==> src/common/ctrlPkg.sv <==
`default_nettype none

package ctrlPkg;

  // primary opcode field, bits 31:26
  typedef enum logic [5:0] {
    opRType  = 6'b000000,
    opRegimm = 6'b000001,
    opJ      = 6'b000010,
    opJal    = 6'b000011,
    opBeq    = 6'b000100,
    opBne    = 6'b000101,
    opBlez   = 6'b000110,
    opBgtz   = 6'b000111,
    opAddiu  = 6'b001001,
    opSlti   = 6'b001010,
    opSltiu  = 6'b001011,
    opAndi   = 6'b001100,
    opOri    = 6'b001101,
    opLw     = 6'b100011,
    opSw     = 6'b101011
  } opcode_e;

  // R-type function field, bits 5:0
  typedef enum logic [5:0] {
    fnJr   = 6'b001000,
    fnJalr = 6'b001001,
    fnAddu = 6'b100001,
    fnAnd  = 6'b100100,
    fnOr   = 6'b100101
  } funct_e;

  // rt field under REGIMM
  typedef enum logic [4:0] {
    riBltz = 5'b00000,
    riBgez = 5'b00001
  } regimm_e;

  typedef enum logic [2:0] {
    stFetch  = 3'b000,
    stDecode = 3'b001,
    stExec1  = 3'b010,
    stExec2  = 3'b011,
    stExec3  = 3'b100,
    stHalted = 3'b101,
    stStall  = 3'b110
  } state_e;

  // compare ops leave their result in the ALU lsb
  typedef enum logic [4:0] {
    aluAnd       = 5'b00000,
    aluOr        = 5'b00001,
    aluAdd       = 5'b00010,
    aluSlt       = 5'b00111,
    aluLtZero    = 5'b01000, // rs < 0
    aluSltu      = 5'b01001,
    aluEq        = 5'b01010, // rs == rt
    aluPassB     = 5'b01011,
    aluLeZero    = 5'b01100, // rs <= 0
    aluAddTarget = 5'b01101, // pc + branch offset
    aluPassA     = 5'b01110,
    aluFunct     = 5'b01111  // op taken from the funct field
  } aluOp_e;

  typedef enum logic [1:0] {
    srcBReg    = 2'b00,
    srcBFour   = 2'b01,
    srcBImm    = 2'b10,
    srcBTarget = 2'b11
  } aluSrcB_e;

  // how the branch-delay flag is loaded at the end of an instruction
  typedef enum logic [1:0] {
    brNone    = 2'b00,
    brAlways  = 2'b01,
    brIfSet   = 2'b10, // taken when ALU lsb is 1
    brIfClear = 2'b11  // taken when ALU lsb is 0
  } branchKind_e;

  // one control word per cycle for the datapath
  typedef struct packed {
    logic        iorD;
    logic        aluSrcA;   // 0 pc, 1 rs
    aluSrcB_e    aluSrcB;
    aluOp_e      aluOp;
    logic        aluSel;    // take the registered ALU result
    logic        extSel;    // zero extension, jump target form in J/JAL
    logic        regDst;    // 1 writes rd, 0 writes rt
    logic        memToReg;  // 1 writes load data
    logic        regWrite;
    logic        memRead;
    logic        memWrite;
    logic        pcWrite;
    logic        pcSrc;     // 1 loads the branch target
    logic        irWrite;
    logic        isJump;
    logic        link;
  } ctrlWord_t;

  typedef struct packed {
    opcode_e     opcode;
    logic [4:0]  rs;
    logic [4:0]  rt;
    logic [15:0] rest;      // rd, shamt, funct or the immediate
  } instrFields_t;

endpackage

`default_nettype wire
==> src/rtl/mipsControl.sv <==
`timescale 1ns/100ps
`default_nettype none

module mipsControl import ctrlPkg::*; (
  input  logic         clk,
  input  logic         rstN,
  input  instrFields_t instr,
  input  logic         aluLsb,
  input  logic         waitRequest,
  input  logic         execStall,
  input  logic         pcIsZero,
  input  logic         start,
  output ctrlWord_t    ctrl,
  output state_e       state,
  output logic         active
);

  logic        needMore;
  logic        lastExec;
  logic        fetchRead;
  logic        dataRead;
  logic        branchPending;
  branchKind_e branchKind;

  ctrlSequencer uSeq (
    .clk, .rstN, .needMore, .waitRequest, .execStall, .pcIsZero, .start,
    .state, .active,
    .pcWrite   (ctrl.pcWrite),
    .irWrite   (ctrl.irWrite),
    .fetchRead
  );

  ctrlDecode uDec (
    .state, .instr, .branchPending,
    .iorD      (ctrl.iorD),
    .aluSrcA   (ctrl.aluSrcA),
    .aluSel    (ctrl.aluSel),
    .extSel    (ctrl.extSel),
    .regDst    (ctrl.regDst),
    .memToReg  (ctrl.memToReg),
    .regWrite  (ctrl.regWrite),
    .dataRead,
    .memWrite  (ctrl.memWrite),
    .pcSrc     (ctrl.pcSrc),
    .isJump    (ctrl.isJump),
    .link      (ctrl.link),
    .needMore, .lastExec,
    .aluSrcB   (ctrl.aluSrcB),
    .aluOp     (ctrl.aluOp),
    .branchKind
  );

  branchResolve uBr (
    .clk, .rstN, .branchKind, .aluLsb, .lastExec,
    .pcWrite   (ctrl.pcWrite),
    .branchPending
  );

  assign ctrl.memRead = fetchRead | dataRead; // instruction fetch or LW data

endmodule

`default_nettype wire

==> src/controller/branchResolve.sv <==
`timescale 1ns/100ps
`default_nettype none

module branchResolve import ctrlPkg::*; (
  input  logic        clk,
  input  logic        rstN,
  input  branchKind_e branchKind,
  input  logic        aluLsb,
  input  logic        lastExec,
  input  logic        pcWrite,
  output logic        branchPending
);

  logic taken;

  always_comb begin
    case (branchKind)
      brAlways:  taken = 1'b1;
      brIfSet:   taken = aluLsb;
      brIfClear: taken = !aluLsb;
      default:   taken = 1'b0;
    endcase
  end

  // loaded at the end of every instruction, consumed by the next fetch
  always_ff @(posedge clk) begin
    if (!rstN) begin
      branchPending <= 1'b0;
    end else if (lastExec) begin
      branchPending <= taken;
    end else if (pcWrite) begin
      branchPending <= 1'b0; // target taken by this fetch
    end
  end

  noPendingAfterReset: assert property (
    @(posedge clk) !rstN |=> !branchPending
  ) else $error("branch flag set right after reset");

endmodule

`default_nettype wire

==> src/controller/ctrlDecode.sv <==
`timescale 1ns/100ps
`default_nettype none

module ctrlDecode import ctrlPkg::*; (
  input  state_e       state,
  input  instrFields_t instr,
  input  logic         branchPending,
  output logic         iorD,
  output logic         aluSrcA,
  output logic         aluSel,
  output logic         extSel,
  output logic         regDst,
  output logic         memToReg,
  output logic         regWrite,
  output logic         dataRead,
  output logic         memWrite,
  output logic         pcSrc,
  output logic         isJump,
  output logic         link,
  output logic         needMore,
  output logic         lastExec,
  output aluSrcB_e     aluSrcB,
  output aluOp_e       aluOp,
  output branchKind_e  branchKind
);

  funct_e  funct;
  regimm_e rtCode;
  logic    isExec;

  assign funct  = funct_e'(instr.rest[5:0]);
  assign rtCode = regimm_e'(instr.rt);
  assign isExec = (state == stExec1) || (state == stExec2) || (state == stExec3);

  always_comb begin
    iorD       = 1'b0;
    aluSrcA    = 1'b0;
    aluSrcB    = srcBReg;
    aluOp      = aluAdd;
    aluSel     = 1'b0;
    extSel     = 1'b0;
    regDst     = 1'b0;
    memToReg   = 1'b0;
    regWrite   = 1'b0;
    dataRead   = 1'b0;
    memWrite   = 1'b0;
    pcSrc      = 1'b0;
    isJump     = 1'b0;
    link       = 1'b0;
    needMore   = 1'b0;
    lastExec   = 1'b0;
    branchKind = brNone;

    if (state == stFetch) begin
      if (branchPending) begin
        pcSrc = 1'b1; // target already sits in the ALU out register
      end else begin
        aluSrcB = srcBFour; // pc + 4
      end
    end else if (state == stDecode) begin
      aluSrcB = srcBTarget;
      if (instr.opcode == opJ || instr.opcode == opJal) begin
        extSel = 1'b1;
        aluOp  = aluPassB; // jump target straight through
      end else begin
        aluOp  = aluAddTarget; // speculative branch target
      end
    end else if (isExec) begin
      case (instr.opcode)
        opRType: begin
          if (funct == fnJr) begin
            aluSrcA    = 1'b1;
            aluOp      = aluPassA;
            branchKind = brAlways;
            lastExec   = 1'b1;
          end else if (funct == fnJalr) begin
            if (state == stExec1) begin
              aluSrcB  = srcBFour; // return address into rd
              regDst   = 1'b1;
              regWrite = 1'b1;
              needMore = 1'b1;
            end else begin
              aluSrcA    = 1'b1;
              aluOp      = aluPassA;
              aluSel     = 1'b1;
              branchKind = brAlways;
              lastExec   = 1'b1;
            end
          end else if (funct == fnAddu || funct == fnAnd || funct == fnOr) begin
            aluSrcA = 1'b1;
            aluOp   = aluFunct;
            if (state == stExec1) begin
              needMore = 1'b1;
            end else begin
              aluSel   = 1'b1;
              regDst   = 1'b1;
              regWrite = 1'b1;
              lastExec = 1'b1;
            end
          end else begin
            lastExec = 1'b1; // unknown funct, nothing happens
          end
        end
        opAddiu, opSlti, opSltiu, opAndi, opOri: begin
          aluSrcA = 1'b1;
          aluSrcB = srcBImm;
          case (instr.opcode)
            opSlti:  aluOp = aluSlt;
            opSltiu: aluOp = aluSltu;
            opAndi:  aluOp = aluAnd;
            opOri:   aluOp = aluOr;
            default: aluOp = aluAdd;
          endcase
          extSel = (instr.opcode == opAndi) || (instr.opcode == opOri); // logic ops zero-extend
          if (state == stExec1) begin
            needMore = 1'b1;
          end else begin
            aluSel   = 1'b1;
            regWrite = 1'b1; // rt
            lastExec = 1'b1;
          end
        end
        opLw, opSw: begin
          if (state == stExec1) begin
            aluSrcA  = 1'b1;
            aluSrcB  = srcBImm; // base + offset
            needMore = 1'b1;
          end else if (state == stExec2) begin
            iorD   = 1'b1;
            aluSel = 1'b1;
            if (instr.opcode == opLw) begin
              dataRead = 1'b1;
              needMore = 1'b1;
            end else begin
              memWrite = 1'b1;
              lastExec = 1'b1;
            end
          end else begin
            memToReg = 1'b1;
            regWrite = 1'b1;
            lastExec = 1'b1;
          end
        end
        opBeq, opBne: begin
          aluSrcA    = 1'b1;
          aluOp      = aluEq;
          aluSel     = 1'b1;
          branchKind = (instr.opcode == opBeq) ? brIfSet : brIfClear;
          lastExec   = 1'b1;
        end
        opBlez, opBgtz: begin
          aluSrcA    = 1'b1;
          aluOp      = aluLeZero;
          aluSel     = 1'b1;
          branchKind = (instr.opcode == opBlez) ? brIfSet : brIfClear;
          lastExec   = 1'b1;
        end
        opRegimm: begin
          aluSrcA  = 1'b1;
          aluOp    = aluLtZero;
          aluSel   = 1'b1;
          lastExec = 1'b1;
          if (rtCode == riBltz) begin
            branchKind = brIfSet;
          end else if (rtCode == riBgez) begin
            branchKind = brIfClear;
          end
        end
        opJ: begin
          isJump     = 1'b1;
          branchKind = brAlways;
          lastExec   = 1'b1;
        end
        opJal: begin
          aluSrcB    = srcBFour; // link value pc + 4
          isJump     = 1'b1;
          link       = 1'b1;
          branchKind = brAlways;
          lastExec   = 1'b1;
        end
        default: begin
          lastExec = 1'b1;
        end
      endcase
    end
  end

  always_comb begin
    assert (!(regWrite && memWrite)) else $error("regWrite and memWrite together");
  end

endmodule

`default_nettype wire

==> src/controller/ctrlSequencer.sv <==
`timescale 1ns/100ps
`default_nettype none

module ctrlSequencer import ctrlPkg::*; (
  input  logic   clk,
  input  logic   rstN,
  input  logic   needMore,
  input  logic   waitRequest,
  input  logic   execStall,
  input  logic   pcIsZero,
  input  logic   start,
  output state_e state,
  output logic   active,
  output logic   pcWrite,
  output logic   irWrite,
  output logic   fetchRead
);

  state_e nextState;

  always_comb begin
    nextState = state;
    if (state != stHalted && pcIsZero) begin
      nextState = stHalted; // pc hit zero, stop after this cycle
    end else begin
      case (state)
        stFetch: begin
          nextState = waitRequest ? stStall : stDecode;
        end
        stStall: begin
          nextState = waitRequest ? stStall : stDecode;
        end
        stDecode: begin
          nextState = stExec1;
        end
        stExec1: begin
          if (execStall) begin
            nextState = stExec1;
          end else if (needMore) begin
            nextState = stExec2;
          end else begin
            nextState = stFetch;
          end
        end
        stExec2: begin
          // data access waits here
          if (waitRequest) begin
            nextState = stExec2;
          end else if (needMore) begin
            nextState = stExec3;
          end else begin
            nextState = stFetch;
          end
        end
        stExec3: begin
          nextState = stFetch;
        end
        stHalted: begin
          nextState = start ? stFetch : stHalted;
        end
        default: begin
          nextState = stHalted;
        end
      endcase
    end
  end

  always_ff @(posedge clk) begin
    if (!rstN) begin
      state <= stHalted;
    end else begin
      state <= nextState;
    end
  end

  assign active    = (state != stHalted);
  assign pcWrite   = (state == stFetch);
  assign irWrite   = (state == stDecode);
  assign fetchRead = (state == stFetch) || (state == stStall); // held across fetch wait

  // only the start strobe wakes a halted unit
  haltNeedsStart: assert property (
    @(posedge clk) disable iff (!rstN)
    (state == stHalted && !start) |=> (state == stHalted)
  ) else $error("left stHalted without start");

endmodule

`default_nettype wire

==> config.mk <==
export PLATFORM = sky130hd
export DESIGN_NAME = mipsControl
export DESIGN_NICKNAME = d
export VERILOG_FILES = /design/src/common/ctrlPkg.sv /design/src/rtl/mipsControl.sv /design/src/controller/branchResolve.sv /design/src/controller/ctrlDecode.sv /design/src/controller/ctrlSequencer.sv
export SDC_FILE = /design/constraint.sdc
export NUM_CORES = 1
export LEC_CHECK = 0
export BUFFER_PORTS_ARGS = -buffer_cell sky130_fd_sc_hd__buf_2
export CAP_MARGIN = 10
export CORE_MARGIN = 2
export CORE_UTILIZATION = 45
export CTS_CLUSTER_SIZE = 24
export DETAILED_ROUTE_END_ITERATION = 10
export PLACE_DENSITY_LB_ADDON = 0.2
export SLEW_MARGIN = 20
export SYNTH_ARGS = -nofsm -noshare
export SYNTH_HDL_FRONTEND = slang
export SYNTH_SLANG_ARGS = --single-unit
export TNS_END_PERCENT = 50
==> constraint.sdc <==
create_clock -name clk -period 2.08 [get_ports clk]
set_input_delay 0.312 -clock clk [delete_from_list [all_inputs] [get_ports clk]]
set_output_delay 0.312 -clock clk [all_outputs]
set_load 0.1 [all_outputs]
==> Word level (Yosys, flattened, before mapping) <==
Index checks and enable logic that the tools add are counted.
{ "totals": {"in_bits": 39, "output_inout_bits": 25, "word_cells": 180, "ff_bits": 4} }
{ "op_classes": {"mux": 124, "n_eq_ne": 30, "reduce_logical": 22, "n_bitwise": 2} }
{ "ops": {"columns": ["cell", "n"], "rows": [
  ["1-bit 2-to-1 mux", 86],
  ["6-bit by 4-bit equality test with 1-bit output, second input constant", 7],
  ["6-bit equality test, second input constant", 5],
  ["2-bit 2-to-1 mux", 14],
  ["5-bit 2-to-1 mux", 5],
  ["5-bit one-hot mux with 5 select lines", 1],
  ["6-bit by 3-bit equality test with 1-bit output, second input constant", 4],
  ["3-bit 2-to-1 mux", 6],
  ["3-bit one-hot mux with 6 select lines", 1],
  ["4-bit one-hot mux with 4 select lines", 1],
  ["1-bit one-hot mux with 3 select lines", 5],
  ["6-bit by 2-bit equality test with 1-bit output, second input constant", 2],
  ["2-bit OR reduction", 6],
  ["2-bit one-hot mux with 5 select lines", 1],
  ["10-bit OR reduction", 1],
  ["5-bit OR reduction", 2],
  ["3-bit equality test, second input constant", 3],
  ["4-bit 2-to-1 mux", 2],
  ["2-bit one-hot mux with 4 select lines", 1],
  ["1-bit logical OR", 7],
  ["3-bit by 2-bit equality test with 1-bit output, second input constant", 2],
  ["6-bit by 1-bit equality test with 1-bit output, second input constant", 1],
  ["6-bit logical NOT", 1],
  ["5-bit by 1-bit equality test with 1-bit output, second input constant", 1],
  ["12 further kinds", 13]
]} }

==> Logic depth before layout (Yosys ltp) <==
{ "logic_depth": {"word_depth": 13, "ltp_mapped": 8, "ltp_nobuf": 5} }

==> By module <==
Synthesis repeated with hierarchy kept, for this count alone.
{ "hier_totals": {"cells_unflattened": 161, "hier_area_um2": 1072.3} }
{ "by_module_without_submodules": {"columns": ["mod", "seq_area_each_um2", "area_each_um2", "n_inst", "cells_each"], "rows": [
  ["ctrlDecode", 0.0, 752.0, 1, 122],
  ["ctrlSequencer", 60.1, 260.2, 1, 32],
  ["branchResolve", 20.0, 53.8, 1, 6],
  ["mipsControl", 0.0, 6.3, 1, 1]
]} }

==> Worst setup path after synthesis <==
No wires, ideal clock.
{ "synth_path": {"path_kind": "register to output", "from": "register uSeq.state[0]", "to": "output ctrl[15] in the netlist's numbering", "arrival_ns": 3.979, "path_stages_with_launch": 7, "path_buffers": 1, "required_ns": 1.768, "slack_ns": -2.211, "cell_sequence": "dfxtp_1 -> clkbuf_1 -> nand4bb_1 -> nand3_1 -> a21oi_1 -> a21oi_1 -> o21ai_0"} }
{ "synth_lines": {"columns": ["item", "line", "source"], "rows": [
  ["start: declaration", "ctrlSequencer.sv:12", "output state_e state,"],
  ["start signal: assignment", "ctrlSequencer.sv:70", "state <= stHalted;"],
  ["start signal: assignment", "ctrlSequencer.sv:72", "state <= nextState;"],
  ["end: declaration", "mipsControl.sv:13", "output ctrlWord_t ctrl,"]
]} }

==> out/metrics.cfg <==
[place]
dp_hpwl_mm = 3.32
dp.cells = 262
place_ws_ns = -0.101
globalplace.congestion = 0.853
numPortBuffers = 47

[global_route]
grt_pass1_vias = 1466
grt_usage = 0.293
grt_pass1_wl_mm = 6.38
grt_max_degree = 22
gr-total-overflow = 0
antenna_found_initial = 0

[sta]
skew_ns = 0.0151
fin_crit_sh = 0.993
setup_viol = 0
drv_slew = 0
max_clock_freq_mhz = 484
finalHoldViolCount = 0
fin_crit_ns = 2.07
fin_ws_ns = 0.0148

[detailed_routing]
wl_per_cell_um = 18.0
drc = 0
num_vias = 1712
wl_mm = 4.92
drtAntennaViolNets = 0
first_iter_violations = 68
firstDrtPassIters = 4
viasPerCell = 6.27

[min_path]
hold_class = input pin to register
min_from = rstN
hold_depth = 2

[power]
p_leak_nw = 0.855
power_density_nw_per_um2 = 516
vdd_ir_drop_max_v = 0.000556

[critical_path]
worst-path-stages = 8
worst-r2r-cell-count = 5
cpLargestDelayFamily = buffers and inverters
endpoint_kind = primary output
path_cells = buf_2 -> buf_4 -> xnor2_1 -> mux2i_1 -> nor2_1 -> a22oi_2 -> a2bb2oi_4 -> buf_12
cp_slowest_cell = mux2i_1
cp_data_arrival_time_ns = 1.75
cpPeakStageDelay_ns = 0.28
cp-startpoint = instr[27]
worstSetupPathType = input pin to primary output
cp.buffers_inverters = 3
path_max_fanout = 6
start_kind = input pin
reg2reg_from = uSeq.state[0]$_SDFF_PP1_
worst_ep_required_time_ns = 1.77

[cells_and_area]
area.growth.synth_to_final_pct = 77.1
fin_cells = 273
final_core_util = 0.838
diodes = 0
drive_above_1_share = 0.490
fin_nets = 283

[yosys]
ys_seq_elements = 4
synth_edf_count = 0
ys_seq_area_frac = 0.0683
syn-cell-area_um2 = 1170
mappedNetlistNets = 227
ys_types = 54
synth_area_per_cell_um2 = 6.24
yosysWarnings = 0
ys.flop_type = dfxtp_1
ys_async_sr_fraction = 0
synth_cells = 188

[die]
rows = 18
start_util = 0.473
boundaryPins = 64
core_area_um2 = 2480
die_w_um = 55.0
die_h_um = 55.0
die-area_um2 = 3030

[clocking]
htreeDepth = 1
cts_tree = done
clock_latency_ns = 0.25
clk_pin_slew_worst_paths_ns = 0.05
cts_root_buf = clkbuf_4
numCtsBuffers = 3
cts_sinks = 4
cts_buffer_depth = 2
postCtsHoldBufs = 0

[job]
drv_cap = 0

[run_status]
status = finished clean

[cells by family (layout without fill, tap and decap cells)]
kind of cell	after synthesis	in the layout	synth area share
xor gates and xnor gates	1	1	0.00747
muxes	4	4	0.0352
buffers and inverters	35	90	0.169
DFF	4	4	0.0683
other	1	1	0.00320
AOI/OAI and AO/OA	56	56	0.322
and+or+nand+nor	87	87	0.395
[where the power goes]
group          switching (mW)  total (mW)  internal, mW  leakage, nW
registers              0.0299       0.119        0.0890       0.0339
clock network          0.0397       0.112        0.0725       0.0150
logic                   0.552       0.840         0.289        0.806
total                   0.621        1.07         0.450        0.855
[worst paths after layout]
| check | end | slack, ns |
|---|---|---|
| max reg2reg | uSeq.state[0]$_SDFF_PP1_ | 0.23 |
| min | uSeq.state[1]$_SDFF_PP0_ | 0.35 |
| max | ctrl[13] | 0.01 |
| min reg2reg | uBr.branchPending$_SDFFE_PN0P_ | 0.60 |
[routing by layer]
metal / share of wire / wire [um] / vias up / track usage
li1: - / - / 788 / -
met1: 0.38 / 1850 / 814 / 0.319
met2: 0.53 / 2610 / 90 / 0.579
met3: 0.061 / 302 / 20 / 0.0296
met4: 0.031 / 154 / 0 / 0.0976
met5: 0 / 0 / - / 0
[cell usage after synthesis, types with 7 or more instances]
| cell | count | share of area |
|---|---|---|
| inv_1 | 8 | 0.026 |
| nand3_1 | 8 | 0.034 |
| nand2_1 | 15 | 0.048 |
| o21ai_0 | 12 | 0.051 |
| a21oi_1 | 12 | 0.051 |
| nor3_1 | 7 | 0.030 |
| nor2_1 | 27 | 0.086 |
| buf_4 | 14 | 0.090 |
[timing repair]
| action | CTS | global route |
|---|---|---|
| pin swaps | 0 | 9 |
| setup buffers | 0 | 7 |
| endpoints found under the setup margin | 9 | 11 |
| endpoints found under the hold margin | 0 | 0 |
| resized for setup | 7 | 26 |
[state kept, by name, indices dropped and copies added, names as in the netlist]
register and flops:
uBr.branchPending 1, uSeq.state 3
[cell usage in the layout, fill, tap and decap left out, types with 3 or more instances in the layout]
master    instances
a21oi_1           7
a21oi_4           3
a31oi_1           4
and3b_1           3
buf_12           17
buf_2            27
buf_4            29
buf_6             3
clkbuf_4          5
dfxtp_4           3
inv_1             8
mux2i_1           3
nand2_1          14
nand2b_1          3
nand3_1           7
nor2_1           23
nor2_2            3
nor2b_1           4
nor3_1            6
o21ai_0           9
or3_1             4
[per-stage QoR]
stage / area, um^2 / total power [mW] / hold WS [ns] / TNS, ns
2_1_floorplan: 1330 / 0.676 / 0.435 / -0.783
5_1_grt: 2080 / 1.11 / 0.367 / -0.114
6_report: 2080 / 1.07 / 0.350 / 0
3_5_place_dp: 1850 / 0.881 / 0.568 / -0.234
4_1_cts: 1920 / 1.00 / 0.322 / -0.0180
3_3_place_gp: 1850 / 0.866 / 0.573 / -0.0331
[worst register-to-register path, stage by stage (launching register included)]
cell,delay [ns]
dfxtp_4,0.44
nor2b_1,0.40
and3_1,0.22
o21ai_0,0.12
a311o_1,0.35
a31o_2,0.22
[area by class of cell]
| type | count | area [um^2] |
|---|---|---|
| clock buffers | 4 | 26.3 |
| fillers | 146 | 402 |
| inverters | 8 | 30.0 |
| multi-input cells | 149 | 1150 |
| flip-flops and latches | 4 | 91.3 |
| well taps | 30 | 37.5 |
| repair buffers | 78 | 742 |
Note: power is estimated with default switching activity, not from simulation.
